==> src/source/procPkg.sv <==
/*
 * Processor definitions shared by every pipeline stage
 * Word widths, instruction field layout, opcodes, ALU codes and memory depths
 * Class and register-field helpers used by decode, hazard and writeback
 */
package procPkg;

    localparam int DATA_W    = 32;
    localparam int REG_IDX_W = 5;
    localparam int PC_W      = 8;   // Word address into imem
    localparam int DADDR_W   = 8;   // Word address into dmem

    localparam int IMEM_DEPTH = 256;
    localparam int DMEM_DEPTH = 256;

    typedef logic [DATA_W-1:0]    wordT;
    typedef logic [REG_IDX_W-1:0] regIdxT;
    typedef logic [PC_W-1:0]      pcT;
    typedef logic [DADDR_W-1:0]   dAddrT;

    // Instruction fields
    localparam int OPC_HI   = 31;
    localparam int OPC_LO   = 27;
    localparam int RD_HI    = 26;
    localparam int RD_LO    = 22;
    localparam int RS_HI    = 21;
    localparam int RS_LO    = 17;
    localparam int RT_HI    = 16;
    localparam int RT_LO    = 12;
    localparam int SHAMT_HI = 11;
    localparam int SHAMT_LO = 7;
    localparam int ALUOP_HI = 6;
    localparam int ALUOP_LO = 2;
    localparam int IMM_HI   = 16;   // 17-bit signed immediate
    localparam int IMM_LO   = 0;

    localparam wordT NOP_WORD = '0; // add r0, r0, r0

    typedef enum logic [4:0] {
        OP_ALU  = 5'b00000,
        OP_ADDI = 5'b00101,
        OP_SW   = 5'b00111,
        OP_LW   = 5'b01000
    } opcodeT;

    typedef enum logic [4:0] {
        ADD = 5'd0,     // Must stay zero so the NOP is an add
        SUB = 5'd1,
        AND = 5'd2,
        OR  = 5'd3,
        SLL = 5'd4,
        SRA = 5'd5
    } aluOpT;

    typedef enum logic [1:0] {CLS_R, CLS_I, CLS_STORE, CLS_LOAD} insClassT;

    typedef enum logic [1:0] {BYP_REG, BYP_MEM, BYP_WB} bypSelT;

    function automatic insClassT insClass(wordT ir);
        insClassT cls;
        case (opcodeT'(ir[OPC_HI:OPC_LO]))
            OP_ALU:  cls = CLS_R;
            OP_ADDI: cls = CLS_I;
            OP_SW:   cls = CLS_STORE;
            OP_LW:   cls = CLS_LOAD;
            default: cls = CLS_R;   // Unknown opcodes act as ALU ops
        endcase
        return cls;
    endfunction

    function automatic regIdxT rsOf(wordT ir);
        return ir[RS_HI:RS_LO];
    endfunction

    function automatic regIdxT rdOf(wordT ir);
        return ir[RD_HI:RD_LO];
    endfunction

    // Register written by ir, zero if none
    function automatic regIdxT destReg(wordT ir);
        return (insClass(ir) == CLS_STORE) ? '0 : ir[RD_HI:RD_LO];
    endfunction

    // Second source, rt for R type and rd (store data) for stores
    function automatic regIdxT srcRegB(wordT ir);
        regIdxT src;
        case (insClass(ir))
            CLS_R:     src = ir[RT_HI:RT_LO];
            CLS_STORE: src = ir[RD_HI:RD_LO];
            default:   src = '0;
        endcase
        return src;
    endfunction

    function automatic wordT immExt(wordT ir);
        return {{(DATA_W-IMM_HI-1){ir[IMM_HI]}}, ir[IMM_HI:IMM_LO]};
    endfunction

endpackage

==> src/source/regFile.sv <==
/*
 * Register file, 32 x 32 bits
 * Two combinational read ports with write-through, r0 reads zero
 */
`timescale 1ns/1ps

module regFile (
    input  logic            clock,
    input  logic            rstN,
    input  logic            we,
    input  procPkg::regIdxT wIdx,
    input  procPkg::regIdxT rIdxA,
    input  procPkg::regIdxT rIdxB,
    input  procPkg::wordT   wData,
    output procPkg::wordT   rDataA,
    output procPkg::wordT   rDataB
);
    import procPkg::*;

    wordT regs [2**REG_IDX_W];

    always_ff @(posedge clock) begin
        if (!rstN)
            regs <= '{default: '0};
        else if (we && wIdx != '0)
            regs[wIdx] <= wData;
    end

    // Same-cycle write visible to decode
    assign rDataA = (rIdxA == '0) ? '0 : (we && wIdx == rIdxA) ? wData : regs[rIdxA];
    assign rDataB = (rIdxB == '0) ? '0 : (we && wIdx == rIdxB) ? wData : regs[rIdxB];

endmodule

==> config.mk <==
export PLATFORM = sky130hd
export DESIGN_NAME = regFile
export DESIGN_NICKNAME = d
export VERILOG_FILES = /design/src/source/procPkg.sv /design/src/source/regFile.sv
export SDC_FILE = /design/constraint.sdc
export NUM_CORES = 2
export LEC_CHECK = 0
export BUFFER_PORTS_ARGS = -buffer_cell sky130_fd_sc_hd__buf_2
export CAP_MARGIN = 20
export CORE_MARGIN = 2
export CORE_UTILIZATION = 34
export CTS_CLUSTER_SIZE = 24
export DETAILED_ROUTE_END_ITERATION = 10
export PLACE_DENSITY = 0.58
export SLEW_MARGIN = 20
export SYNTH_ARGS = -nofsm -noshare
export SYNTH_HDL_FRONTEND = slang
export SYNTH_SLANG_ARGS = --single-unit
==> constraint.sdc <==
create_clock -name clock -period 2.51 [get_ports clock]
set_clock_uncertainty 0.05 [all_clocks]
set_input_delay 0.251 -clock clock [delete_from_list [all_inputs] [get_ports clock]]
set_output_delay 0.251 -clock clock [all_outputs]
set_load 0.01 [all_outputs]
## Word level (Yosys, flattened, before mapping)

Cells that the tools add are included.

| cells by class | value |
|---|---|
| magnitude comparators | 4 |
| equality and inequality tests | 2 |
| multiplexer cells | 13 |
| bitwise logic cells | 3 |
| reductions and logical operators | 7 |

Operators with widths:

| kind | count |
|---|---|
| 1024-bit bitwise mux | 1 |
| 32-bit binary-select mux with 5-bit select | 2 |
| 32-bit two-way mux | 9 |
| 32-bit demux with 5-bit select | 1 |
| 6-bit >= comparator (second input constant) | 3 |
| 5-bit NOT with 6-bit output | 3 |
| 5-bit == test | 2 |
| 5-bit logical NOT | 2 |
| 6-bit by 1-bit less-than comparator with 1-bit output (second input constant) | 1 |
| 5-bit nonzero test | 1 |
| 1-bit logical AND | 4 |

| word-level totals | value |
|---|---|
| register bits | 1024 |
| bits of input ports | 50 |
| output and inout bits | 64 |
| word-level logic and storage cells | 61 |

## Depth between registers and ports, before layout

| logic depth | value |
|---|---|
| word-level depth | 6 |
| depth in mapped cells | 10 |
| mapped depth without buffers | 5 |

## Worst setup path after synthesis

OpenSTA, ideal clock, no wires.

| timing path | value |
|---|---|
| path type | input to output |
| from | input rIdxA[0] |
| to | output rDataA[11] |
| data arrival time | 1.845 ns |
| slack | 0.364 ns |
| stages on the path | 7 |
| path through | buf_2 buf_6 buf_2 mux4_2 a31oi_1 o21ai_0 a32o_1 |

| between the ends | value |
|---|---|
| longest elaborated chain between the ends | 6 |
| elaborated cells between the ends (all ways) | 9 |
| classes of those cells | eq/ne: 1; mux: 5; bitwise: 1; reduce/logical: 2 |

Ends and longest elaborated chain:

| what | RTL line | text |
|---|---|---|
| start, declared | regFile.sv:12 | `input procPkg::regIdxT rIdxA,` |
| 5-bit NOT with 6-bit output (implied by the code) | regFile.sv:30 | `assign rDataA = (rIdxA == '0) ? '0 : (we && wIdx == rIdxA) ? wData : regs[rIdxA];` |
| 32-bit binary-select mux with 5-bit select | regFile.sv:30 |  |
| 32-bit two-way mux (implied by the code) (2 in series) | regFile.sv:30 |  |
| 32-bit two-way mux | regFile.sv:30 |  |
| 32-bit two-way mux * | regFile.sv:30 |  |
| end, declared | regFile.sv:15 | `output procPkg::wordT rDataA,` |

Every way passes the cells marked *; elsewhere a longest branch is shown, timed or not. The select of a mux whose other input is x is not followed.

## Final worst setup path

| timing path | value |
|---|---|
| from | register regs[376] in the netlist's numbering |
| to | output rDataB[24] |

| between the ends | value |
|---|---|
| longest elaborated chain between the ends | 5 |

Ends and longest elaborated chain:

| what | RTL line | text |
|---|---|---|
| start, declared | regFile.sv:20 | `wordT regs [2**REG_IDX_W];` |
| start signal, assigned by index | regFile.sv:26 | `regs[wIdx] <= wData;` |
| 32-bit binary-select mux with 5-bit select | regFile.sv:31 | `assign rDataB = (rIdxB == '0) ? '0 : (we && wIdx == rIdxB) ? wData : regs[rIdxB];` |
| 32-bit two-way mux (implied by the code) (2 in series) | regFile.sv:31 |  |
| 32-bit two-way mux (2 in series) | regFile.sv:31 |  |
| end, declared | regFile.sv:16 | `output procPkg::wordT rDataB` |

No other way between the ends. The select of a mux whose other input is x is not followed.

==> qor.log <==
INFO  die            die_width=408um
INFO  drt            detailed_route_vias_per_instance=5.98
INFO  sta            maxSlewHeadroom=41.7%
INFO  setup_path     ff2ff_setup_slack=1.26ns
INFO  drt            detail_route.iter0.violations=6907
INFO  grt            gr-total-overflow=0
INFO  drt            dr.pass1.iters=7
INFO  clocking       clkTransAtPathRegs=0.07ns
INFO  placed_design  hpwl=161mm
INFO  grt            global_route.usage.total=28.9%
INFO  drt            remaining_drc_errors=0
INFO  power          total_leakage_power=0.0234uW
INFO  logic_synthesis synth-seq-cells=1024
INFO  clocking       cts_max_path_buffers=3
INFO  setup_path     type_of_the_worst_setup_path=reg2out
INFO  grt            antenna_found_initial=10
INFO  sta            maximum_clock_frequency=0.345GHz
INFO  setup_path     cpPeakStageDelay=0.50ns
INFO  job            maxCapViolCount=0
INFO  die            floorplan.rows=148
INFO  power          combinationalPowerShare=11.7%
INFO  clocking       cts_inserted_buffers=110
INFO  final_layout   registers.top_by_ff_count=regs
INFO  grt            maximum_number_of_pins_on_one_net_before_global_route_repair=124
INFO  power          power.net_switching=10200uW
INFO  setup_path     timing.critical_path.max_delay_family=multiplexers
INFO  setup_path     crit_slowest_cell=mux4_2
INFO  sta            timing.final.crit_share=116%
INFO  power          sequentialPowerShare=42.4%
INFO  sta            layout_setup_ws=-0.391ns
INFO  final_layout   layout-area-overhead-vs-synth=23.0%
INFO  sta            max_slew.worst_pin.slew=0.875ns
INFO  logic_synthesis netlist_instances=6228
INFO  clocking       cts_tree=done
INFO  setup_path     cp_num_cells=7
INFO  final_layout   top_regs=regs: 1024 flops
INFO  power          power.ir.vdd_worst=0.000570V
INFO  final_layout   stdcell_count=8661
INFO  placed_design  dpl.cell_count=8416
INFO  clocking       clkSinkCount=1024
INFO  power          power.clock.fraction=45.9%
INFO  status         status=finished, violations left
INFO  setup_path     crit-reg2reg-capture=regs[247]$_SDFFE_PN0P_
INFO  drt            num_vias=51800
INFO  logic_synthesis synth_warnings=0
INFO  hold_path      timing.hold.worst.class=in2reg
INFO  clocking       h-tree-depth=3
INFO  final_layout   num-fill-cells=15600
INFO  final_layout   drive_gt1_share=26.8%
INFO  sta            timing.final.max_slew_violations=0
INFO  die            boundaryPins=114
INFO  sta            totalNegativeSetupSlack=-10.63ns
INFO  power          powerDensity=568mW/mm^2
INFO  setup_path     path_max_fanout=3
INFO  logic_synthesis async_reset_ff_share=0%
INFO  final_layout   layout.cells.most_common=nand2_1
INFO  setup_path     worstSetupStartpointType=register
INFO  setup_path     worst_path_required_time=2.21ns
INFO  setup_path     path_buf_inv=2
INFO  sta            final-hold-violation-count=0
INFO  sta            setup_repair_after_global_routing_missed_its_margin=true
INFO  logic_synthesis ys_seq_area_share=36.9%
INFO  setup_path     timing.rr.start=regs[247]$_SDFFE_PN0P_
INFO  grt            grt_pass1_vias=49300
INFO  sta            timing.final.setup_violations=62
INFO  die            placeableCoreArea=0.162mm^2
INFO  hold_path      min_delay_worst_endpoint=regs[281]$_SDFFE_PN0P_
INFO  status         failed_checks=negative setup slack
INFO  logic_synthesis synth_area_per_cell=8.92um^2
INFO  clocking       insertion_delay=0.76ns
INFO  logic_synthesis synth_cell_type_count=65
INFO  grt            grt_pass1_wl=355mm
INFO  final_layout   largest_register_ffs=1024
INFO  final_layout   most-common-layout-cells=nand2_1 (2088), a21boi_0 (888), dfxtp_1 (845)
INFO  logic_synthesis dominantRegCellSynth=dfxtp_1
INFO  drt            finalWirelength=250mm
INFO  placed_design  count_of_buffers_inserted_at_the_top_level_ports=113
INFO  setup_path     worstPathCellList=mux4_2, mux2i_4, a2111oi_4, nor3_2, nor2_4, buf_4, buf_2
INFO  setup_path     r2r_cells=3
INFO  placed_design  place.gp.congestion=0.932
INFO  die            floorplan.die.height=408um
INFO  setup_path     arrival=2.60ns
INFO  power          p_int=28600uW
INFO  final_layout   finish.net_count=6443
INFO  hold_path      hold-path-cell-count=4
INFO  hold_path      holdCritStartpoint=wData[25]
INFO  drt            ant_nets=0
INFO  power          power.switching_fraction=26.4%
INFO  logic_synthesis mappedNetlistArea=0.0555mm^2
INFO  logic_synthesis syn_nets=6278
INFO  drt            detail_route.wl_per_cell=28.9um
INFO  die            fp.dieArea=0.167mm^2
INFO  setup_path     worstSetupEndpointType=output port
INFO  clocking       clock_tree.root_cell=clkbuf_16
INFO  die            initial_core_util=34.2%
INFO  logic_synthesis synth-edff-count=0
INFO  sta            post-route-min-period=2.90ns
-- final cells by class --
class	count	area (um^2)	area share [%]
Tap cell	2175	2720	3.98
Clock buffer	152	3180	4.66
Timing Repair Buffer	722	7500	11.0
Clock inverter	48	697	1.02
Inverter	1	3.75	0.00550
Multi-Input combinational cell	4534	33500	49.0
Sequential cell	1024	20700	30.3
Antenna cell	5	12.5	0.0183
-- tightest hold or removal path, cell delays in order --
cell and delay [ns]:
buf_2 0.14, buf_4 0.25, nand2_1 0.09, a21boi_0 0.06
-- worst max path at each step --
| stage | start | end | slack (ns) |
|---|---|---|---|
| 2_1_floorplan | rIdxA[0] | rDataA[11] | 0.36 |
| 3_3_place_gp | rIdxB[4] | rDataB[24] | -0.58 |
| 4_1_cts | regs[913]$_SDFFE_PN0P_ | rDataB[17] | -0.37 |
| 5_1_grt | regs[977]$_SDFFE_PN0P_ | rDataB[17] | -0.40 |
| 3_5_place_dp | rIdxB[4] | rDataB[24] | -0.53 |
| 6_report | regs[376]$_SDFFE_PN0P_ | rDataB[24] | -0.39 |
-- repair_timing --
action | CTS | global route
setup buffers | 28 | 6
hold buffers | 29 | 0
endpoints found under the hold margin | 327 | 0
setup endpoints to repair | 64 | 64
resized for setup | 415 | 123
pin swaps | 163 | 67
-- power groups by stage --
stage               registers, uW  logic, uW  clock network [uW]
finish                      16500       4550               17800
global route                16500       4670               18500
CTS                         16500       4400               17900
detailed placement          16800       4160                   0
global placement            16800       4150                   0
floorplan                   16800       2270                   0
-- Yosys cell counts, types with 12 or more instances --
| cell type | instances | area (um^2) |
|---|---|---|
| buf_1 | 17 | 63.8 |
| mux4_1 | 16 | 420 |
| dfxtp_1 | 1024 | 20500 |
| a32o_1 | 34 | 340 |
| and3_1 | 12 | 75.1 |
| clkbuf_2 | 24 | 120 |
| mux2i_1 | 354 | 3540 |
| o2111ai_1 | 31 | 272 |
| a21oi_1 | 29 | 145 |
| a21boi_0 | 888 | 6670 |
| and2_1 | 38 | 238 |
| nor2_1 | 76 | 285 |
| a221oi_1 | 19 | 166 |
| mux4_2 | 335 | 7540 |
| o221ai_1 | 32 | 280 |
| nor3_1 | 20 | 100 |
| o22ai_1 | 72 | 450 |
| a221o_1 | 23 | 230 |
| clkbuf_1 | 411 | 1540 |
| nand2_1 | 2133 | 8010 |
| a211oi_1 | 49 | 368 |
| mux2_2 | 36 | 405 |
| nor2b_1 | 23 | 144 |
| nor4_1 | 12 | 75.1 |
| buf_2 | 140 | 701 |
| a31oi_1 | 27 | 169 |
| o21ai_0 | 63 | 315 |
| buf_6 | 29 | 327 |
| buf_4 | 41 | 308 |
| a21boi_1 | 104 | 781 |
-- stage by stage --
| stage | util, % | setup WS (ns) | instance area [um^2] | hold WS, ns | power [uW] |
|---|---|---|---|---|---|
| floorplan | - | 0.364 | 55500 | 0.390 | 19100 |
| finish | 42.1 | -0.391 | 68300 | 0.0428 | 38800 |
| detailed placement | 38.3 | -0.534 | 62300 | 0.411 | 21000 |
| global route | 42.0 | -0.396 | 68300 | 0.0598 | 39700 |
| CTS | 41.8 | -0.369 | 67900 | 0.00330 | 38800 |
| global placement | 38.3 | -0.581 | 62300 | 0.399 | 21000 |
-- kinds of logic (layout without fill, tap and decap cells) --
kind of cell,count (synthesis),count (layout),synth area share [%]
muxes,741,741,21.5
AOI/OAI and AO/OA,1416,1416,19.0
xor gates and xnor gates,10,10,0.158
DFF,1024,1024,36.9
buffers and inverters,670,923,5.73
and+or+nand+nor,2367,2367,16.8
other,0,5,0
-- routing by layer --
| layer | wire (um) | track usage, % | vias to the layer above | part of all wire, % |
|---|---|---|---|---|
| met5 | 84 | 0 | - | 0.034 |
| met4 | 16100 | 16.5 | 12 | 6.4 |
| met3 | 28200 | 6.88 | 832 | 11 |
| met2 | 106000 | 43.0 | 3187 | 42 |
| met1 | 99400 | 38.4 | 25700 | 40 |
| li1 | - | - | 22100 | - |
Power figures use the tool's default switching activity.
