**src/source/procPkg.sv**
```systemverilog
/*
 * Processor definitions shared by every pipeline stage
 * Word widths, instruction field layout, opcodes, ALU codes and memory depths
 * Class and register-field helpers used by decode, hazard and writeback
 */
package procPkg;

    localparam int DATA_W    = 32;
    localparam int REG_IDX_W = 5;
    localparam int PC_W      = 8;   // Word address into imem
    localparam int DADDR_W   = 8;   // Word address into dmem

    localparam int IMEM_DEPTH = 256;
    localparam int DMEM_DEPTH = 256;

    typedef logic [DATA_W-1:0]    wordT;
    typedef logic [REG_IDX_W-1:0] regIdxT;
    typedef logic [PC_W-1:0]      pcT;
    typedef logic [DADDR_W-1:0]   dAddrT;

    // Instruction fields
    localparam int OPC_HI   = 31;
    localparam int OPC_LO   = 27;
    localparam int RD_HI    = 26;
    localparam int RD_LO    = 22;
    localparam int RS_HI    = 21;
    localparam int RS_LO    = 17;
    localparam int RT_HI    = 16;
    localparam int RT_LO    = 12;
    localparam int SHAMT_HI = 11;
    localparam int SHAMT_LO = 7;
    localparam int ALUOP_HI = 6;
    localparam int ALUOP_LO = 2;
    localparam int IMM_HI   = 16;   // 17-bit signed immediate
    localparam int IMM_LO   = 0;

    localparam wordT NOP_WORD = '0; // add r0, r0, r0

    typedef enum logic [4:0] {
        OP_ALU  = 5'b00000,
        OP_ADDI = 5'b00101,
        OP_SW   = 5'b00111,
        OP_LW   = 5'b01000
    } opcodeT;

    typedef enum logic [4:0] {
        ADD = 5'd0,     // Must stay zero so the NOP is an add
        SUB = 5'd1,
        AND = 5'd2,
        OR  = 5'd3,
        SLL = 5'd4,
        SRA = 5'd5
    } aluOpT;

    typedef enum logic [1:0] {CLS_R, CLS_I, CLS_STORE, CLS_LOAD} insClassT;

    typedef enum logic [1:0] {BYP_REG, BYP_MEM, BYP_WB} bypSelT;

    function automatic insClassT insClass(wordT ir);
        insClassT cls;
        case (opcodeT'(ir[OPC_HI:OPC_LO]))
            OP_ALU:  cls = CLS_R;
            OP_ADDI: cls = CLS_I;
            OP_SW:   cls = CLS_STORE;
            OP_LW:   cls = CLS_LOAD;
            default: cls = CLS_R;   // Unknown opcodes act as ALU ops
        endcase
        return cls;
    endfunction

    function automatic regIdxT rsOf(wordT ir);
        return ir[RS_HI:RS_LO];
    endfunction

    function automatic regIdxT rdOf(wordT ir);
        return ir[RD_HI:RD_LO];
    endfunction

    // Register written by ir, zero if none
    function automatic regIdxT destReg(wordT ir);
        return (insClass(ir) == CLS_STORE) ? '0 : ir[RD_HI:RD_LO];
    endfunction

    // Second source, rt for R type and rd (store data) for stores
    function automatic regIdxT srcRegB(wordT ir);
        regIdxT src;
        case (insClass(ir))
            CLS_R:     src = ir[RT_HI:RT_LO];
            CLS_STORE: src = ir[RD_HI:RD_LO];
            default:   src = '0;
        endcase
        return src;
    endfunction

    function automatic wordT immExt(wordT ir);
        return {{(DATA_W-IMM_HI-1){ir[IMM_HI]}}, ir[IMM_HI:IMM_LO]};
    endfunction

endpackage

```
**src/source/stageIf.sv**
```systemverilog
/*
 * Pipeline stage bundle
 * Valid bit, instruction and two operands passed from one latch to the next
 * Execute/memory use: opA is the ALU result, opB the store data
 */
`timescale 1ns/1ps

interface stageIf;
    import procPkg::*;

    logic valid;    // Stage holds a real instruction
    wordT ir;       // Instruction word
    wordT opA;
    wordT opB;

    // Latch owner
    modport src (
        output valid,
        output ir,
        output opA,
        output opB
    );

    // Next stage
    modport dst (
        input valid,
        input ir,
        input opA,
        input opB
    );

endinterface

```
**src/source/executeStage.sv**
```systemverilog
/*
 * Execute stage
 * Operand bypass muxes, immediate select, ALU and the execute/memory latch
 * Latch holds while the memory stage waits on the store port
 */
`timescale 1ns/1ps

module executeStage (
    input  logic            clock,
    input  logic            rstN,
    input  logic            freeze,
    stageIf.dst             dx,
    input  procPkg::bypSelT bypA,
    input  procPkg::bypSelT bypB,
    input  procPkg::wordT   memResult,
    input  procPkg::wordT   wbData,
    stageIf.src             xm
);
    import procPkg::*;

    wordT     opA;      // Bypassed register operands
    wordT     opB;
    wordT     aluB;
    wordT     imm;
    wordT     result;
    insClassT cls;
    aluOpT    aluOp;
    logic [SHAMT_HI-SHAMT_LO:0] shamt;

    function automatic wordT selOperand(bypSelT sel, wordT regVal, wordT memVal,
                                        wordT wbVal);
        wordT val;
        case (sel)
            BYP_MEM: val = memVal;
            BYP_WB:  val = wbVal;
            default: val = regVal;
        endcase
        return val;
    endfunction

    assign opA = selOperand(bypA, dx.opA, memResult, wbData);
    assign opB = selOperand(bypB, dx.opB, memResult, wbData);  // Store data too

    assign cls   = insClass(dx.ir);
    assign imm   = immExt(dx.ir);
    assign shamt = dx.ir[SHAMT_HI:SHAMT_LO];

    // Only R type carries an ALU code, the rest add
    assign aluOp = (cls == CLS_R) ? aluOpT'(dx.ir[ALUOP_HI:ALUOP_LO]) : ADD;
    assign aluB  = (cls == CLS_R) ? opB : imm;

    always_comb begin
        case (aluOp)
            ADD:     result = opA + aluB;
            SUB:     result = opA - aluB;
            AND:     result = opA & aluB;
            OR:      result = opA | aluB;
            SLL:     result = opA << shamt;
            SRA:     result = wordT'($signed(opA) >>> shamt);
            default: result = opA + aluB;   // Undefined codes behave as add
        endcase
    end

    always_ff @(posedge clock) begin
        if (!rstN)
            xm.valid <= 1'b0;
        else if (!freeze)
            xm.valid <= dx.valid;
    end

    always_ff @(posedge clock) begin
        if (!freeze) begin
            xm.ir  <= dx.ir;
            xm.opA <= result;   // Also the dmem address
            xm.opB <= opB;
        end
    end

endmodule

```
**src/flat_wrapper.sv**
```systemverilog
// flat-port wrapper written by rule: the top's interface ports become plain ports
module executeStage_flat import procPkg::*;
  (clock, rstN, freeze, bypA, bypB, memResult, wbData, dx_valid, dx_ir, dx_opA, dx_opB, xm_valid, xm_ir, xm_opA, xm_opB);
  stageIf dx_i ();
  stageIf xm_i ();
  input  logic clock;
  input  logic rstN;
  input  logic freeze;
  input  procPkg::bypSelT bypA;
  input  procPkg::bypSelT bypB;
  input  procPkg::wordT memResult;
  input  procPkg::wordT wbData;
  input wire logic [$bits(dx_i.valid)-1:0] dx_valid;
  input wire logic [$bits(dx_i.ir)-1:0] dx_ir;
  input wire logic [$bits(dx_i.opA)-1:0] dx_opA;
  input wire logic [$bits(dx_i.opB)-1:0] dx_opB;
  output wire logic [$bits(xm_i.valid)-1:0] xm_valid;
  output wire logic [$bits(xm_i.ir)-1:0] xm_ir;
  output wire logic [$bits(xm_i.opA)-1:0] xm_opA;
  output wire logic [$bits(xm_i.opB)-1:0] xm_opB;
  assign dx_i.valid = dx_valid;
  assign dx_i.ir = dx_ir;
  assign dx_i.opA = dx_opA;
  assign dx_i.opB = dx_opB;
  assign xm_valid = xm_i.valid;
  assign xm_ir = xm_i.ir;
  assign xm_opA = xm_i.opA;
  assign xm_opB = xm_i.opB;
  executeStage u_core (.clock(clock), .rstN(rstN), .freeze(freeze), .dx(dx_i), .bypA(bypA), .bypB(bypB), .memResult(memResult), .wbData(wbData), .xm(xm_i));
endmodule
```
**config.mk**
```make
export PLATFORM = sky130hd
export DESIGN_NAME = executeStage_flat
export DESIGN_NICKNAME = d
export VERILOG_FILES = /design/src/source/procPkg.sv /design/src/source/stageIf.sv /design/src/source/executeStage.sv /design/src/flat_wrapper.sv
export SDC_FILE = /design/constraint.sdc
export NUM_CORES = 1
export LEC_CHECK = 0
export BUFFER_PORTS_ARGS = -buffer_cell sky130_fd_sc_hd__buf_2
export CORE_ASPECT_RATIO = 0.75
export CORE_MARGIN = 2
export CORE_UTILIZATION = 56
export CTS_CLUSTER_DIAMETER = 30
export DETAILED_ROUTE_END_ITERATION = 8
export PLACE_DENSITY_LB_ADDON = 0.08
export SYNTH_ARGS = -nofsm -noshare
export SYNTH_HDL_FRONTEND = slang
export SYNTH_SLANG_ARGS = --single-unit
```
**constraint.sdc**
```tcl
create_clock -name clock -period 6.4 [get_ports clock]
set_input_delay 0.64 -clock clock [delete_from_list [all_inputs] [get_ports clock]]
set_output_delay 0.64 -clock clock [all_outputs]
set_load 0.01 [all_outputs]
```
After elaboration in Yosys (flattened, before gate mapping)

Index checks and enable logic that the tools add are counted.

Register bits: 97
Bits of input ports: 168

$add $sub $neg: 2
Equal/unequal tests: 12
Shifts and indexed selects: 2
Muxes and demuxes: 6
Bitwise gates (word level): 2
Reduce and logical (&&, ||, !) cells: 1

Operator list:

| cell                                                | count |
|---|---|
| one-hot mux 32 bit (5 select lines)                 | 1 |
| one-hot mux 32 bit (2 select lines)                 | 2 |
| adder 32 bit                                        | 1 |
| bitwise AND 32 bit                                  | 1 |
| two-way mux 32 bit                                  | 1 |
| OR 32 bit                                           | 1 |
| left shift 32 x 5 -> 32 bit                         | 1 |
| >>> shifter 32 x 5 -> 32 bit                        | 1 |
| subtractor 32 bit                                   | 1 |
| equality test 5 x 3 -> 1 bit, second input constant | 4 |
| equality test 5 x 2 -> 1 bit, second input constant | 2 |
| one-hot mux 2 bit (3 select lines)                  | 1 |
| equality test 5 x 1 -> 1 bit, second input constant | 1 |
| equality test 5 x 4 -> 1 bit, second input constant | 1 |
| two-way mux 5 bit                                   | 1 |
| equality test 2 x 1 -> 1 bit, second input constant | 2 |
| equality test 2 bit, second input constant          | 2 |
| zero test 2 bit                                     | 1 |

Depth between registers and ports, before layout

Depth after elaboration: 6
Mapped depth: 25
Mapped depth without buffers: 23

Worst setup path after synthesis

OpenSTA, ideal clock, no wires.

Path kind: input port to flip-flop
From: input dx_ir[28]
To: register u_core.xm.opA[30], data pin
Arrival: 5137 ps
Data required time: 6129 ps
Slack: 993 ps
Stages: 23
Path through: or4b_4 a21oi_2 buf_4 buf_4 buf_2 nor2_1 a21oi_1 ha_1 nand2_1 nor2_1 a31oi_1 xor2_1 ha_1 nand3_1 o22ai_1 o21a_1 or3_1 a31oi_1 nor2_1 o41a_1 a211oi_1 xor2_1 a21oi_1

Longest elaborated chain between the ends: 6
Elaborated cells on any way between the ends: 17

RTL lines:

| element                                                                             | RTL line                               | RTL |
|---|---|---|
| start, declared                                                                     | flat_wrapper.sv:14                     | `input wire logic [$bits(dx_i.ir)-1:0] dx_ir;` |
| equality test 5 x 4 -> 1 bit / equality test 5 x 3 -> 1 bit (equally long branches) | procPkg.sv:61                          | `case (opcodeT'(ir[OPC_HI:OPC_LO]))` |
| one-hot mux 2 bit (3 select lines) (*)                                              | procPkg.sv:61                          |  |
| zero test 2 bit (*)                                                                 | executeStage.sv:49, executeStage.sv:50 |  |
| two-way mux 32 bit / two-way mux 5 bit (equally long branches)                      | executeStage.sv:50, executeStage.sv:49 |  |
| adder 32 bit (tied with other cells)                                                | executeStage.sv:54, executeStage.sv:60 |  |
| one-hot mux 32 bit (5 select lines) (*)                                             | executeStage.sv:53                     | `case (aluOp)` |
| via u_core.result[30]                                                               | executeStage.sv:25                     | `wordT result;` |
| end signal, assigned                                                                | executeStage.sv:74                     | `xm.opA <= result;` |
| end, declared                                                                       | stageIf.sv:20                          | `output opA,` |

Mark *: on every way through the listed nets, which the timed path passes. The rest lies on a longest branch.
A chain may end at the register's enable or synchronous reset.

Final worst setup path

From: input bypB[0]
To: register u_core.xm.opA[31], data pin

Longest elaborated chain between the ends: 5
Elaborated cells on any way between the ends: 9

RTL lines:

| element                                                                    | RTL line                                                   | RTL |
|---|---|---|
| start, declared                                                            | flat_wrapper.sv:10                                         | `input procPkg::bypSelT bypB;` |
| equality test 2 bit / equality test 2 x 1 -> 1 bit (equally long branches) | executeStage.sv:33                                         | `case (sel)` |
| one-hot mux 32 bit (2 select lines) (*)                                    | executeStage.sv:33                                         |  |
| via u_core.opB[19]                                                         | executeStage.sv:22                                         | `wordT opB;` |
| two-way mux 32 bit (*)                                                     | executeStage.sv:50                                         | `assign aluB = (cls == CLS_R) ? opB : imm;` |
| adder 32 bit / subtractor 32 bit (equally long branches)                   | executeStage.sv:54, executeStage.sv:60, executeStage.sv:55 |  |
| one-hot mux 32 bit (5 select lines) (*)                                    | executeStage.sv:53                                         |  |
| via u_core.result[31]                                                      | executeStage.sv:25                                         |  |

Marked as above.

==> run_results.csv <==
group,metric,value,unit
routing,vias_per_cell,6.99,
clock_tree,numCtsBuffers,9,
final_layout,utilization,66.0,%
routing,postRouteWirelength,48600,um
pwr,p_per_area,231,nW/um^2
synthesis,ys.flop_type,"edfxtp_1",
pwr,leakagePower,5.63,nW
pwr,peakVddDrop,0.000195,V
flow_run,drv_cap,0,
global_route,grt_pass1_vias,11944,
critical_path,critPathArrivalTime,6.07,ns
timing,hold_viol,0,
final_layout,areaGrowthSynthToFinish,16.3,%
timing,tns,0,ns
place,dp_cells,1828,
critical_path,worst_setup_path_start_kind,"input port",
clock_tree,cts_hold_buf,0,
timing,finalMaxSlewViolations,0,
synthesis,synthXorXnorAreaFrac,4.30,%
place,hpwlAfterDp,37500,um
synthesis,synth_area_leaders,"edfxtp_1 (25%), a21oi_1 (6.4%), mux4_2 (6.1%), mux2i_1 (6.0%), o21ai_0 (5.8%)",
synthesis,async_flop_share,0,%
global_route,grt_start_max_net_pins,84,
clock_tree,root_buffer,"clkbuf_16",
timing,worst_pin_slew,1.12,ns
clock_tree,cts.sinks,97,
routing,drtIter0Drc,2163,
synthesis,synth-seq-cells,97,
critical_path,worstPathMaxFanout,36,
clock_tree,clk_latency,0.37,ns
clock_tree,cts_setup_buffers,0,
floorplan,die_h,128,um
routing,num_vias,12893,
synthesis,synth_top_family_by_area,"compound AO/OA/AOI/OAI gates",
floorplan,start_util,56.7,%
min_path,min_from,"dx_ir[18]",
synthesis,synth-warning-count,0,
clock_tree,cts_tree,"yes",
synthesis,yosysMostFrequentCell,"a21oi_1",
final_layout,drive_gt1_share,26.5,%
min_path,hold_path_class,"input port to flop",
synthesis,synth_area,11400,um^2
timing,finalCritPeriodShare,90.8,%
floorplan,num_rows,45,
final_layout,instances_no_fill,1844,
place,gp_congestion,1.05,
routing,dr.pass1.iters,9,
timing,clock.fmax,0.172,GHz
floorplan,die-area,21500,um^2
global_route,grt_overflow,0,
global_route,grt_use_met3,13.4,%
synthesis,synth_compound_gate_area_share,31.0,%
critical_path,cp-startpoint,"bypB[0]",
timing,setup_viol,0,
synthesis,synth_common_cells,"a21oi_1 (145), o21ai_0 (133), nand2_1 (121)",
synthesis,syn_area_per_cell,8.34,um^2
routing,drc_errors,0,
timing,timing.final.crit_period,5.81,ns
floorplan,die_w,169,um
clock_tree,clkTransAtPathRegs,0.10,ns
global_route,busiest_layer,"met2",
critical_path,cp.required,6.65,ns
global_route,gr-usage-met2,68.1,%
global_route,grt_pass1_wl,72800,um
critical_path,critical_path_class,"input port to flop",
critical_path,r2r-start,"u_core.xm.valid$_SDFFE_PN0N_",
pwr,power.total,0.00307,W
final_layout,n_antenna_cell,0,
outcome,status,"finished, final reports clean",
synthesis,syn_nets,1581,
place,io_buffers,264,
synthesis,ys_types,76,
synthesis,synth_enable_flop_cells,96,
timing,rsz0062_at_grt,"no",
critical_path,cp-end-kind,"flop",
clock_tree,cts.path.max_buffers,2,
synthesis,synth_top_area_share,25.3,%
synthesis,synth_mux_area_share,14.8,%
global_route,grt.total_usage,44.5,%
global_route,met1_usage,58.4,%
synthesis,synth_adder_area_share,5.11,%
floorplan,io-pin-count,265,
global_route,antenna_found_initial,2,
timing,maxSlewHeadroom,24.8,%
clock_tree,htreeDepth,3,
synthesis,syn_inst,1367,
synthesis,yosys.area.top_type,"edfxtp_1",
synthesis,synth_simple_gate_area_share,13.3,%
synthesis,synth-seq-area-share,25.5,%
routing,wire_per_inst,26.4,um
floorplan,core-area,20100,um^2
clock_tree,cts_resized,0,
timing,skew,0,ns
routing,antenna_left,0,
final_layout,nets,1795,
worst max-delay path, cell delays in order:
cell       delay, ns
buf_2           0.11
inv_1           0.05
ha_2            0.44
buf_4           0.25
buf_4           0.38
o21ai_0         0.38
or4_1           0.61
o32ai_1         0.68
nand3_2         0.13
a21o_2          0.29
nor2_1          0.14
xor2_1          0.24
ha_1            0.33
inv_1           0.08
o21bai_1        0.07
a21oi_1         0.19
o21bai_1        0.08
a2111oi_0       0.40
o31ai_1         0.19
a211o_1         0.32
nand3_1         0.09
worst paths after layout:
kind	slack (ns)	endpoint	cells past startpoint
hold reg to reg	0.53	u_core.xm.valid$_SDFFE_PN0N_	2
hold / removal	0.43	u_core.xm.ir[18]$_DFFE_PN_	1
setup reg to reg	5.80	u_core.xm.valid$_SDFFE_PN0N_	2
setup / recovery	0.59	u_core.xm.opA[31]$_DFFE_PN_	21
per-stage QoR:
| step | setup WS (ns) | instance area, um^2 | hold slack [ns] |
|---|---|---|---|
| 6_report | 0.586 | 13300 | 0.429 |
| 5_1_grt | 0.371 | 13300 | 0.431 |
| 4_1_cts | 0.808 | 13300 | 0.434 |
| 3_5_place_dp | 0.489 | 12900 | 0.519 |
| 3_3_place_gp | 0.470 | 12900 | 0.498 |
| 2_1_floorplan | 0.993 | 11400 | 0.545 |
where the power goes:
group	total, W	switching, W	internal (W)
clock network	0.000636	0.000315	0.000321
logic	0.00157	0.000975	0.000591
registers	0.000865	0.0000269	0.000838
total	0.00307	0.00132	0.00175
state kept, by name (all words and copies together) (netlist names):
name,flops
u_core.xm.valid,1
u_core.xm.opB,32
u_core.xm.opA,32
u_core.xm.ir,32
layout by cell type, fill, tap and decap left out, types with 9 or more instances in the layout:
master	n
nand2_1	121
nor2b_1	12
or3_1	11
nand3_1	14
nor3_1	21
nor2_1	116
nand2b_1	14
mux2_2	27
o211ai_1	12
o21ai_0	133
a31oi_1	12
mux2i_1	68
edfxtp_1	96
a22oi_1	49
o21bai_1	10
xor2_1	33
o22ai_1	12
a21oi_1	144
clkbuf_16	9
o21a_1	29
ha_1	44
a221oi_1	13
o21ai_1	14
mux4_2	31
a211oi_1	18
buf_2	263
inv_1	57
xnor2_1	23
a21o_1	17
buf_4	42
a221o_1	17
layer usage:
metal | wire length [um] | vias to the layer above
li1 | - | 5597
met3 | 6900 | 200
met5 | 9 | -
met1 | 18500 | 5997
met2 | 20700 | 1097
met4 | 2480 | 2
cells by family after synthesis:
group                    Yosys count
adder cells (fa/ha/maj)           46
AND/OR/NAND/NOR                  339
buffers and inverters            161
XOR/XNOR                          56
flip-flops                        97
AO/OA/AOI/OAI                    542
multiplexers                     126
layout make-up:
type,count,area [um^2]
multi-input combinational,1109,7850
fill,1711,6840
sequential,97,2900
timing repair buffer,305,1630
tap,258,323
clock buffer,9,225
inverter,59,224
clock inverter,7,108
Power figures use the tool's default switching activity.
