==> config.mk <==
export PLATFORM = sky130hd
export DESIGN_NAME = hazardUnit
export DESIGN_NICKNAME = d
export VERILOG_FILES = /design/src/source/procPkg.sv /design/src/source/hazardUnit.sv
export SDC_FILE = /design/constraint.sdc
export NUM_CORES = 1
export LEC_CHECK = 0
export ABC_AREA = 1
export BUFFER_PORTS_ARGS = -buffer_cell sky130_fd_sc_hd__buf_4
export CAP_MARGIN = 20
export CORE_ASPECT_RATIO = 1.75
export CORE_MARGIN = 8
export CORE_UTILIZATION = 31
export DETAILED_ROUTE_END_ITERATION = 16
export PLACE_DENSITY_LB_ADDON = 0.15
export SYNTH_ARGS = -nofsm -noshare
export SYNTH_HDL_FRONTEND = slang
export SYNTH_SLANG_ARGS = --single-unit
==> constraint.sdc <==
create_clock -name vclk -period 0.9
set_input_delay 0.045 -clock vclk [all_inputs]
set_output_delay 0.045 -clock vclk [all_outputs]
set_load 0.02 [all_outputs]
==> src/source/procPkg.sv <==
/*
 * Processor definitions shared by every pipeline stage
 * Word widths, instruction field layout, opcodes, ALU codes and memory depths
 * Class and register-field helpers used by decode, hazard and writeback
 */
package procPkg;

    localparam int DATA_W    = 32;
    localparam int REG_IDX_W = 5;
    localparam int PC_W      = 8;   // Word address into imem
    localparam int DADDR_W   = 8;   // Word address into dmem

    localparam int IMEM_DEPTH = 256;
    localparam int DMEM_DEPTH = 256;

    typedef logic [DATA_W-1:0]    wordT;
    typedef logic [REG_IDX_W-1:0] regIdxT;
    typedef logic [PC_W-1:0]      pcT;
    typedef logic [DADDR_W-1:0]   dAddrT;

    // Instruction fields
    localparam int OPC_HI   = 31;
    localparam int OPC_LO   = 27;
    localparam int RD_HI    = 26;
    localparam int RD_LO    = 22;
    localparam int RS_HI    = 21;
    localparam int RS_LO    = 17;
    localparam int RT_HI    = 16;
    localparam int RT_LO    = 12;
    localparam int SHAMT_HI = 11;
    localparam int SHAMT_LO = 7;
    localparam int ALUOP_HI = 6;
    localparam int ALUOP_LO = 2;
    localparam int IMM_HI   = 16;   // 17-bit signed immediate
    localparam int IMM_LO   = 0;

    localparam wordT NOP_WORD = '0; // add r0, r0, r0

    typedef enum logic [4:0] {
        OP_ALU  = 5'b00000,
        OP_ADDI = 5'b00101,
        OP_SW   = 5'b00111,
        OP_LW   = 5'b01000
    } opcodeT;

    typedef enum logic [4:0] {
        ADD = 5'd0,     // Must stay zero so the NOP is an add
        SUB = 5'd1,
        AND = 5'd2,
        OR  = 5'd3,
        SLL = 5'd4,
        SRA = 5'd5
    } aluOpT;

    typedef enum logic [1:0] {CLS_R, CLS_I, CLS_STORE, CLS_LOAD} insClassT;

    typedef enum logic [1:0] {BYP_REG, BYP_MEM, BYP_WB} bypSelT;

    function automatic insClassT insClass(wordT ir);
        insClassT cls;
        case (opcodeT'(ir[OPC_HI:OPC_LO]))
            OP_ALU:  cls = CLS_R;
            OP_ADDI: cls = CLS_I;
            OP_SW:   cls = CLS_STORE;
            OP_LW:   cls = CLS_LOAD;
            default: cls = CLS_R;   // Unknown opcodes act as ALU ops
        endcase
        return cls;
    endfunction

    function automatic regIdxT rsOf(wordT ir);
        return ir[RS_HI:RS_LO];
    endfunction

    function automatic regIdxT rdOf(wordT ir);
        return ir[RD_HI:RD_LO];
    endfunction

    // Register written by ir, zero if none
    function automatic regIdxT destReg(wordT ir);
        return (insClass(ir) == CLS_STORE) ? '0 : ir[RD_HI:RD_LO];
    endfunction

    // Second source, rt for R type and rd (store data) for stores
    function automatic regIdxT srcRegB(wordT ir);
        regIdxT src;
        case (insClass(ir))
            CLS_R:     src = ir[RT_HI:RT_LO];
            CLS_STORE: src = ir[RD_HI:RD_LO];
            default:   src = '0;
        endcase
        return src;
    endfunction

    function automatic wordT immExt(wordT ir);
        return {{(DATA_W-IMM_HI-1){ir[IMM_HI]}}, ir[IMM_HI:IMM_LO]};
    endfunction

endpackage

==> src/source/hazardUnit.sv <==
/*
 * Hazard detection
 * Load-use interlock against the decode stage, operand bypass selection
 * for execute and store-data forwarding for the memory stage
 */
`timescale 1ns/1ps

module hazardUnit (
    input  procPkg::wordT   decodeIr,
    input  procPkg::wordT   executeIr,
    input  procPkg::wordT   memoryIr,
    input  procPkg::wordT   writebackIr,
    input  logic            executeValid,
    input  logic            memoryValid,
    input  logic            writebackValid,
    output logic            stall,
    output procPkg::bypSelT bypA,
    output procPkg::bypSelT bypB,
    output logic            storeBypass
);
    import procPkg::*;

    regIdxT decSrcA, decSrcB;
    regIdxT exeSrcA, exeSrcB;
    regIdxT exeDest, memDest, wbDest;   // Zero when slot empty or no write

    // Youngest producer wins, r0 never forwards
    function automatic bypSelT pickByp(regIdxT src, regIdxT memD, regIdxT wbD);
        bypSelT sel;
        if (src != '0 && src == memD)
            sel = BYP_MEM;
        else if (src != '0 && src == wbD)
            sel = BYP_WB;
        else
            sel = BYP_REG;
        return sel;
    endfunction

    assign decSrcA = rsOf(decodeIr);
    assign decSrcB = srcRegB(decodeIr);

    assign exeSrcA = executeValid ? rsOf(executeIr) : '0;
    assign exeSrcB = executeValid ? srcRegB(executeIr) : '0;

    assign exeDest = executeValid ? destReg(executeIr) : '0;
    assign memDest = memoryValid ? destReg(memoryIr) : '0;
    assign wbDest  = writebackValid ? destReg(writebackIr) : '0;

    // Load result not ready until writeback, hold decode one cycle
    assign stall = (insClass(executeIr) == CLS_LOAD) && exeDest != '0
                   && (exeDest == decSrcA || exeDest == decSrcB);

    assign bypA = pickByp(exeSrcA, memDest, wbDest);
    assign bypB = pickByp(exeSrcB, memDest, wbDest);

    // Store data in memory stage produced by the writeback instruction
    assign storeBypass = memoryValid && (insClass(memoryIr) == CLS_STORE)
                         && wbDest != '0 && wbDest == rdOf(memoryIr);

endmodule

# ---- Yosys cells after proc, flatten, opt, wreduce, memory -nomap -nowiden
# Cells that the tools add are included.
dict set report word_totals {
  register_bits 0
  input_bits 131
  elab_cells 58
}
dict set report classes {
  eq_ne 24
  muxes 18
  reduce_logical 16
}
# op n
set ops {}
lappend ops {{$eq A5 B3 Y1 const B} 8}
lappend ops {{$mux W5} 8}
lappend ops {{$eq A5 B5 Y1} 7}
lappend ops {{$pmux W2 S3} 4}
lappend ops {{$eq A5 B4 Y1 const B} 4}
lappend ops {{$pmux W5 S2} 2}
lappend ops {{$reduce_bool A5 Y1} 4}
lappend ops {{$eq A2 B2 Y1 const B} 5}
lappend ops {{$logic_and A1 B1 Y1} 9}
lappend ops {{$mux W2} 4}
lappend ops {{$logic_not A2 Y1} 2}
lappend ops {{$logic_or A1 B1 Y1} 1}

# ---- Depth between registers and ports, before layout
# Gate-level depths: netlist of the first run.
dict set report depth {
  word_depth 9
  mapped_depth 13
  ltp_nobuf 13
}

# ---- Worst setup path before layout of the first run
# Ideal clock, no wire load.
dict set report synth_timing {
  path_type {input port to output port}
  start {input port memoryIr[28]}
  end {output port bypA[1]}
  arrival_ps 1372
  required_ps 855
  path_slack_ps -517
  path_stages 9
  n_path_buf 0
  cell_sequence {nand2_1 nor2_1 nand2_1 nand3_1 inv_1 nand2_1 o211ai_1 nor3_1 nor2_1}
}
dict set report synth_between {
  elab_chain_len 8
  word_cells_on_any_way 10
}
# item line_no
set synth_rtl {}
lappend synth_rtl {{from (decl)} hazardUnit.sv:11} ;# input procPkg::wordT memoryIr,
lappend synth_rtl {{$eq A5 B4 Y1 / $eq A5 B3 Y1 (equally long branches)} procPkg.sv:61} ;# case (opcodeT'(ir[OPC_HI:OPC_LO]))
lappend synth_rtl {{$pmux W2 S3 *} procPkg.sv:61}
lappend synth_rtl {{$eq A2 B2 Y1 *} procPkg.sv:81} ;# return (insClass(ir) == CLS_STORE) ? '0 : ir[RD_HI:RD_LO];
lappend synth_rtl {{$mux W5 *} procPkg.sv:81}
lappend synth_rtl {{$mux W5 *} hazardUnit.sv:46} ;# assign memDest = memoryValid ? destReg(memoryIr) : '0;
lappend synth_rtl {{$eq A5 B5 Y1 *} hazardUnit.sv:30} ;# if (src != '0 && src == memD)
lappend synth_rtl {{$logic_and A1 B1 Y1 *} hazardUnit.sv:30}
lappend synth_rtl {{$mux W2 *} hazardUnit.sv:30}
lappend synth_rtl {{to (decl)} hazardUnit.sv:17} ;# output procPkg::bypSelT bypA,
# Mark *: on every way between the ends. The rest lies on a longest branch, timed or not.

# ---- Final worst setup path of the first run
dict set report layout_timing {
  start {input port executeIr[30]}
  end {output port bypB[1]}
}
dict set report layout_between {
  elab_chain_len 9
  word_cells_on_any_way 15
}
# item line_no
set layout_rtl {}
lappend layout_rtl {{from (decl)} hazardUnit.sv:10} ;# input procPkg::wordT executeIr,
lappend layout_rtl {{$eq A5 B4 Y1 / $eq A5 B3 Y1 (equally long branches)} procPkg.sv:61}
lappend layout_rtl {{$pmux W2 S3 *} procPkg.sv:61}
lappend layout_rtl {{$eq A2 B2 Y1 / $logic_not A2 Y1 (equally long branches)} procPkg.sv:87} ;# case (insClass(ir))
lappend layout_rtl {{$pmux W5 S2 *} procPkg.sv:87}
lappend layout_rtl {{$mux W5 *} hazardUnit.sv:43} ;# assign exeSrcB = executeValid ? srcRegB(executeIr) : '0;
lappend layout_rtl {{$eq A5 B5 Y1 / $reduce_bool A5 Y1 (equally long branches)} {hazardUnit.sv:32, hazardUnit.sv:30}}
lappend layout_rtl {{$logic_and A1 B1 Y1} hazardUnit.sv:32} ;# else if (src != '0 && src == wbD)
lappend layout_rtl {{$mux W2} hazardUnit.sv:32}
lappend layout_rtl {{$mux W2 *} hazardUnit.sv:30}
lappend layout_rtl {{to (decl)} hazardUnit.sv:18} ;# output procPkg::bypSelT bypB,
# Marked as above.

==> results.json, run 1 <==
{
  "status": "complete, but fails checks",
  "violations": "setup timing",
  "worstPathRequired_ns": 0.85,
  "mostFrequentLayoutCell": "nand2_1",
  "grt_util_met2_pct": 33.0,
  "setup_viol": 6,
  "place_area_um2": 1860,
  "final_util_pct": 62.8,
  "path_class": "input port to primary output",
  "grtUsageTotal_pct": 15.5,
  "startpoint_type": "input port",
  "grt_pass1_vias": 1860,
  "drive_gt1_share_pct": 45.8,
  "syn-mean-instance-area_um2": 4.59,
  "hold_viol_final": 0,
  "core_area_um2": 3330,
  "worst_slew_pin_slew_ns": 0.283,
  "first_pass_iters": 4,
  "grt_max_degree": 14,
  "die_area_um2": 5660,
  "end_kind": "primary output",
  "final_nets": 452,
  "synth_cells": 233,
  "yosys_warnings": 0,
  "fin_crit_sh_pct": 150,
  "holdWs_ns": 0.535,
  "rows": 28,
  "power.density_nw_per_um2": 450,
  "irDropWorstVdd_uv": 263,
  "gp_congestion": 0.947,
  "die_y_um": 93.7,
  "initial_core_util_pct": 32.1,
  "busiest_layer": "met2",
  "met3_usage_pct": 1.92,
  "antenna_found_initial": 0,
  "nClkBuffers": 0,
  "min_from": "memoryIr[23]",
  "postLayoutSetupSlackWorst_ns": -0.448,
  "stdcell_area_um2": 2090,
  "slew_headroom_pct": 81.1,
  "ant_nets": 0,
  "leakage_nw": 1.19,
  "grt_pass1_wl_um": 7140,
  "place_hpwl_um": 3900,
  "wire_per_inst_um": 12.4,
  "yosysSeqAreaShare_pct": 0,
  "max_freq_mhz": 742,
  "seq_cell_count": 0,
  "grt_util_met1_pct": 13.0,
  "syn_area_um2": 1070,
  "synthToLayoutAreaGrowth_pct": 95.5,
  "io-pin-count": 137,
  "route.detailed.drc": 0,
  "worstHoldPathType": "input port to primary output",
  "synth_nets": 364,
  "grt_setup_unrepaired": "yes",
  "drtIter0Drc": 33,
  "totalNegativeSetupSlack_ns": -2.31,
  "wl_um": 4500,
  "num_vias": 1782,
  "overflow": 0,
  "viasPerCell": 4.90,
  "hold_depth": 5,
  "min_delay_worst_endpoint": "storeBypass",
  "pre_cts_ws_ns": -0.510,
  "arrival_ns": 1.30,
  "cts_hold_buf": 0,
  "regArea_um2": 0,
  "slew_violations": 0,
  "die_w_um": 60.4,
  "mostFrequentLayoutCells": "84 x nand2_1, 77 x buf_4, 26 x inv_1",
  "cap_violations": 0,
  "path_max_fanout": 6,
  "min_period_ns": 1.35,
  "io_buffer_count": 69,
  "antenna_cells": 0,
  "synth.distinct_cells": 24
}
per-layer routing:
metal	wire length, um	vias to the layer above
li1	-	912
met4	138	0
met5	0	-
met2	2590	70
met3	257	12
met1	1510	788
critical path: stages:
cell,delay (ns)
buf_6,0.10
nor2_4,0.13
nand3_4,0.12
clkinv_4,0.08
nand2_2,0.05
nand2_2,0.07
nand2_2,0.07
nand2_1,0.07
nand2_1,0.06
nor2_2,0.13
nand2_2,0.07
nor2_4,0.14
nor2_4,0.05
buf_6,0.12
cell type report:
class,instances,area [um^2]
inverter,32,133
fill,371,1240
multi-input combinational,199,1190
tap,45,56.3
timing repair buffer,88,706
synthesized netlist by cell type (all sizes together):
master     n  share of area [%]
o211ai     1               0.70
nor2      29                 11
o22ai      2                1.2
nand4      4                2.3
inv       31                 11
clkinv     1               0.47
nand2    102                 38
buf        1                1.1
a21oi      1               0.47
clkbuf     1               0.35
o21ai      5                2.3
nand3b     3                2.1
o21bai     1               0.70
nand3     41                 21
xor2       5                4.1
nor3       2               0.94
or2        2                1.2
o2111ai    1               0.82
where the power goes:
part	internal [mW]	total, mW	switching (mW)
Sequential	0	0	0
Clock	0	0	0
Combinational	0.463	0.941	0.478
through the flow:
step	std cells	power, mW
2_1_floorplan	233	0.434
3_3_place_gp	362	0.826
3_5_place_dp	362	0.830
4_1_cts	364	0.910
5_1_grt	364	1.03
6_report	364	0.941
what timing repair did:
item	4_1_cts	5_1_grt
resized for setup	35	16
setup endpoints to repair	6	6
setup buffers	2	0
pin swaps	18	10
kinds of logic after synthesis:
kind of cell	count (synthesis)	synth area share [%]
simple gates	183	76.9
buf+inv	34	12.8
compound gates	11	6.21
xor+xnor	5	4.10
how the worst max path moves through the flow:
stage | from | endpoint | slack [ns] | cells past startpoint
after floorplan | executeIr[29] | bypB[1] | -0.22 | 13
after global placement | executeIr[29] | bypB[1] | -0.48 | 15
after detailed placement | executeIr[29] | bypB[1] | -0.51 | 15
after CTS | executeIr[30] | bypB[1] | -0.47 | 14
after global routing | executeIr[27] | bypB[1] | -0.59 | 14
final | executeIr[30] | bypB[1] | -0.45 | 14
(Power assumes the default switching activity.)
==> run 2: changes to the inputs <==
--- a/config.mk
+++ b/config.mk
@@ -10,9 +10,11 @@
 export CAP_MARGIN = 20
 export CORE_ASPECT_RATIO = 1.75
 export CORE_MARGIN = 8
-export CORE_UTILIZATION = 31
+export CORE_UTILIZATION = 36
 export DETAILED_ROUTE_END_ITERATION = 16
+export GPL_ROUTABILITY_DRIVEN = 0
 export PLACE_DENSITY_LB_ADDON = 0.15
+export REMOVE_ABC_BUFFERS = 1
 export SYNTH_ARGS = -nofsm -noshare
 export SYNTH_HDL_FRONTEND = slang
 export SYNTH_SLANG_ARGS = --single-unit
==> constraint.sdc (replaced) <==
create_clock -name vclk -period 1.7
set_input_delay 0.085 -clock vclk [all_inputs]
set_output_delay 0.085 -clock vclk [all_outputs]
set_load 0.02 [all_outputs]
==> run 2 against run 1 <==
Against the previous run: the run now ends clean; non-clock buffer count decreased by 17; routed wire length decreased by 18%; combinational power decreased by 60%; sequential cell count unchanged; first-iteration DRC count increased by 6.1%; hold slack improved by 0.041 ns; die area decreased by 11%; total power decreased by 60%; critical path depth unchanged; count of clock-buffer cells in the layout unchanged; cell count decreased by 9.3%; via count decreased by 11%; critical path type unchanged; largest cell class unchanged.
==> results.json, run 2 (synthesized netlist as in run 1, its figures left out) <==
{
  "setup_viol": 0,
  "swShare_pct": 50.6,
  "fin_crit_sh_pct": 88.7,
  "grt_pass1_vias": 1613,
  "pwr-share-comb_pct": 100.0,
  "end_kind": "primary output",
  "antenna_found_initial": 0,
  "worstHoldPathType": "input port to primary output",
  "path_class": "input port to primary output",
  "startpoint_type": "input port",
  "drtIter0Drc": 35,
  "worstPathCellList": "buf_4 -> nor2_4 -> nand3_4 -> clkinv_2 -> nand2_1 -> nand2_2 -> nand2_2 -> nand2_1 -> nand2_1 -> nor2_1 -> nand2_1 -> nor2_2 -> nor2_2 -> buf_4",
  "die_y_um": 88.1,
  "drive_gt1_share_pct": 29.1,
  "critical_path.max_stage_delay_ns": 0.16,
  "worstPathRequired_ns": 1.62,
  "arrival_ns": 1.42,
  "place_area_um2": 1620,
  "wire_per_inst_um": 11.2,
  "io_buffer_count": 69,
  "grtUsageTotal_pct": 14.3,
  "io-pin-count": 137,
  "first_pass_iters": 4,
  "status": "finished clean",
  "cts_hold_buf": 0,
  "viasPerCell": 4.83,
  "wl_um": 3690,
  "hold_viol_final": 0,
  "max_freq_mhz": 663,
  "nClkBuffers": 0,
  "num_vias": 1593,
  "cp_common_cell": "nand2_1",
  "stdcell_area_um2": 1620,
  "ctsResizeCount": 0,
  "crit_path_start": "executeIr[30]",
  "mostFrequentLayoutCells": "92 x nand2_1, 71 x buf_4, 39 x nand3_1",
  "path_max_fanout": 6,
  "antenna_cells": 0,
  "rows": 26,
  "hold_depth": 5,
  "die_area_um2": 5040,
  "power.switching_mw": 0.192,
  "p_clk_share_pct": 0,
  "crit_slowest_cell": "nor2_1",
  "min_period_ns": 1.51,
  "seq_cell_count": 0,
  "cts_setup_buffers": 0,
  "ant_nets": 0,
  "p_int_mw": 0.187,
  "slew_violations": 0,
  "irDropWorstVdd_uv": 114,
  "grt_setup_unrepaired": "no",
  "regArea_um2": 0,
  "cap_violations": 0,
  "critical_path.endpoint": "bypB[1]",
  "slew_headroom_pct": 77.3,
  "leakage_nw": 1.02,
  "place_inst": 330,
  "overflow": 0,
  "critPathTopFamily": "simple AND/OR/NAND/NOR gates",
  "worst_slew_pin_slew_ns": 0.340,
  "synthToLayoutAreaGrowth_pct": 51.8,
  "crit_cells": 14,
  "core_area_um2": 2860,
  "die_w_um": 57.2,
  "fillers": 325,
  "power.density_nw_per_um2": 234,
  "crit_buf_inv": 3,
  "place_hpwl_um": 3370,
  "final_nets": 435,
  "route.detailed.drc": 0,
  "totalNegativeSetupSlack_ns": 0,
  "initial_core_util_pct": 37.3,
  "layout.cells.non_filler": 330,
  "grt_pass1_wl_um": 6220,
  "mostFrequentLayoutCell": "nand2_1",
  "grt_max_degree": 24,
  "pwr-share-seq_pct": 0
}
-- run 2: metrics by stage --
stage / util [%] / setup slack (ns) / power [mW] / hold WS, ns
2_1_floorplan: - / 0.203 / 0.202 / 0.366
3_3_place_gp: 56.6 / 0.209 / 0.379 / 0.578
3_5_place_dp: 56.6 / 0.190 / 0.383 / 0.577
4_1_cts: 56.6 / 0.186 / 0.384 / 0.579
5_1_grt: 56.6 / 0.00271 / 0.426 / 0.616
6_report: 56.6 / 0.192 / 0.380 / 0.576
-- run 2: layout make-up --
cell class                      instances  area (um^2)  area share [%]
Inverter                               32          121            7.48
Multi-Input combinational cell        199          932            57.5
Tap cell                               28         35.0            2.16
Timing Repair Buffer                   71          533            32.9
-- run 2: how the worst min path moves through the flow --
| stage | from | to | slack, ns |
|---|---|---|---|
| final | memoryIr[25] | storeBypass | 0.58 |
| after global routing | memoryIr[25] | storeBypass | 0.62 |
| after CTS | memoryIr[25] | storeBypass | 0.58 |
| after detailed placement | memoryIr[25] | storeBypass | 0.58 |
| after global placement | memoryIr[25] | storeBypass | 0.58 |
| after floorplan | memoryIr[23] | storeBypass | 0.37 |
-- run 2: metal layers --
layer	track usage, %	share of wire (%)	wire, um
met5	0	0	0
met4	1.93	1.4	53
met3	3.05	6.6	243
met2	31.0	57	2100
met1	12.5	35	1300
-- run 2: power groups by stage --
stage	registers, mW	clock network [mW]	logic, mW
final	0	0	0.380
after CTS	0	0	0.384
after global placement	0	0	0.379
after detailed placement	0	0	0.383
after floorplan	0	0	0.202
after global routing	0	0	0.426
-- run 2: tightest hold or removal path, delay by kind of cell --
family | cells | cell delay [ns]
buf+inv | 2 | 0.23
xor+xnor | 1 | 0.06
simple gates | 2 | 0.11
==> run 3: changes to the inputs <==
--- a/config.mk
+++ b/config.mk
@@ -5,12 +5,12 @@
 export SDC_FILE = /design/constraint.sdc
 export NUM_CORES = 1
 export LEC_CHECK = 0
-export ABC_AREA = 1
+export ABC_AREA = 0
 export BUFFER_PORTS_ARGS = -buffer_cell sky130_fd_sc_hd__buf_4
 export CAP_MARGIN = 20
 export CORE_ASPECT_RATIO = 1.75
 export CORE_MARGIN = 8
-export CORE_UTILIZATION = 36
+export CORE_UTILIZATION = 40
 export DETAILED_ROUTE_END_ITERATION = 16
 export GPL_ROUTABILITY_DRIVEN = 0
 export PLACE_DENSITY_LB_ADDON = 0.15
==> run 3 against run 2 <==
Against the previous run: the run now ends with setup timing left; utilization is 15 points higher; critical path depth decreased by 6; routed wire length rose by 45%; global-route usage rose by 4.6 points; hold slack improved by 0.033 ns; synthesized area rose by 18%; highest routed layer unchanged; cell area up 36%; count of clock-buffer cells in the layout did not move; die area is 4.8% higher.
==> results.json, run 3 <==
{
  "die_y_um": 90.3,
  "violations": "setup timing",
  "holdWs_ns": 0.609,
  "fillers": 268,
  "max_freq_mhz": 481,
  "power.density_nw_per_um2": 232,
  "wire_per_inst_um": 16.5,
  "fin_crit_sh_pct": 122,
  "antenna_cells": 0,
  "crit_path_start": "executeIr[27]",
  "first_pass_iters": 4,
  "slew_violations": 0,
  "worstHoldPathType": "input port to primary output",
  "seq_cell_count": 0,
  "io_buffer_count": 69,
  "yosysSeqAreaShare_pct": 0,
  "status": "complete, but fails checks",
  "route.detailed.drc": 0,
  "die_area_um2": 5280,
  "min_period_ns": 2.08,
  "grt_max_degree": 13,
  "mostFrequentLayoutCell": "buf_4",
  "syn-mean-instance-area_um2": 6.93,
  "viasPerCell": 5.85,
  "irDropWorstVdd_uv": 140,
  "synth.distinct_cells": 64,
  "num_vias": 1895,
  "synth_common_cells": "11 x nand2_1, 11 x o21ai_0, 10 x inv_1",
  "grt_pass1_wl_um": 8550,
  "mostFrequentLayoutCells": "98 x buf_4, 10 x inv_1, 9 x nand2_1",
  "place_hpwl_um": 4210,
  "totalNegativeSetupSlack_ns": -0.933,
  "regArea_um2": 0,
  "yosys_warnings": 0,
  "path_max_fanout": 7,
  "synth_top_area_share_pct": 4.86,
  "synthTopCellsByArea": "xnor2_1 4.9%, o21ai_0 4.4%, xor2_1 4.2%, a21oi_1 3.6%, nor4_1 3.5%",
  "wl_um": 5340,
  "place_area_um2": 2020,
  "die_w_um": 58.4,
  "final_util_pct": 71.5,
  "cts_hold_buf": 0,
  "arrival_ns": 1.99,
  "io-pin-count": 137,
  "slew_headroom_pct": 77.1,
  "grtUsageTotal_pct": 18.9,
  "synthToLayoutAreaGrowth_pct": 74.3,
  "grt_pass1_vias": 2023,
  "layout.cells.non_filler": 324,
  "synth_top_area_cell": "xnor2_1",
  "syn_area_um2": 1260,
  "critical_path.endpoint": "bypB[1]",
  "hold_viol_final": 0,
  "worstPathRequired_ns": 1.62,
  "leakage_nw": 0.953,
  "place_inst": 318,
  "initial_core_util_pct": 41.0,
  "end_kind": "primary output",
  "startpoint_type": "input port",
  "final_nets": 414,
  "ant_nets": 0,
  "antenna_found_initial": 0,
  "drive_gt1_share_pct": 47.7,
  "postLayoutSetupSlackWorst_ns": -0.379,
  "setup_viol": 3,
  "cap_violations": 0,
  "worst_slew_pin_slew_ns": 0.340,
  "core_area_um2": 3070,
  "stdcell_area_um2": 2200,
  "overflow": 0,
  "drtIter0Drc": 49,
  "nClkBuffers": 0,
  "rows": 27,
  "grt_setup_unrepaired": "yes",
  "synth_cells": 182,
  "path_class": "input port to primary output"
}
==> run 3: cell type report <==
cell class	count	area [um^2]	area share, %
inverter	10	37.5	1.71
multi-input combinational	165	1280	58.3
tap	43	53.8	2.45
timing repair buffer	106	826	37.6
==> run 3: layer usage <==
metal  global-route usage [%]  up-vias  share of wire (%)
met5                        0        -                  0
met4                     4.53        0                3.2
met3                     3.57       14                6.1
met2                     37.0       69                 55
met1                     18.7      873                 36
li1                         -      939                  -
==> run 3: what timing repair did <==
| item | CTS | global route |
|---|---|---|
| gates resized for setup | 16 | 15 |
| pin swaps | 18 | 17 |
| buffers inserted | 5 | 1 |
| endpoints found under the setup margin | 5 | 5 |
==> run 3: worst max-delay path, stage by stage <==
cell      delay [ns]
buf_6           0.09
or4b_4          0.61
o211ai_4        0.26
nand2_2         0.07
and4_1          0.16
o32a_1          0.34
a211oi_2        0.20
buf_4           0.17
==> run 3: stage by stage <==
stage,power [mW],setup WS (ns)
finish,0.510,-0.379
global route,0.552,-0.500
CTS,0.485,-0.387
detailed placement,0.454,-0.418
global placement,0.450,-0.402
floorplan,0.197,-0.282
==> run 3: power by group <==
group          leakage, nW  switching, mW  total (mW)  internal, mW
Combinational        0.953          0.229       0.510         0.281
Clock                    0              0           0             0
Sequential               0              0           0             0
==> run 3: worst min path at each step <==
stage | cells after the start | end | slack (ns) | startpoint
floorplan | 3 | bypA[1] | 0.35 | executeIr[17]
finish | 5 | stall | 0.61 | decodeIr[17]
global route | 5 | bypA[1] | 0.63 | executeIr[20]
detailed placement | 5 | bypA[1] | 0.59 | executeIr[20]
CTS | 5 | bypA[1] | 0.60 | executeIr[20]
global placement | 5 | bypA[1] | 0.60 | executeIr[20]
==> run 3: logic make-up (layout without fill, tap and decap cells) <==
logic type | Yosys count | after routing | synth area share (%)
compound gates | 73 | 73 | 44.6
xor+xnor | 13 | 13 | 9.03
buf+inv | 17 | 116 | 6.45
simple gates | 79 | 79 | 39.9
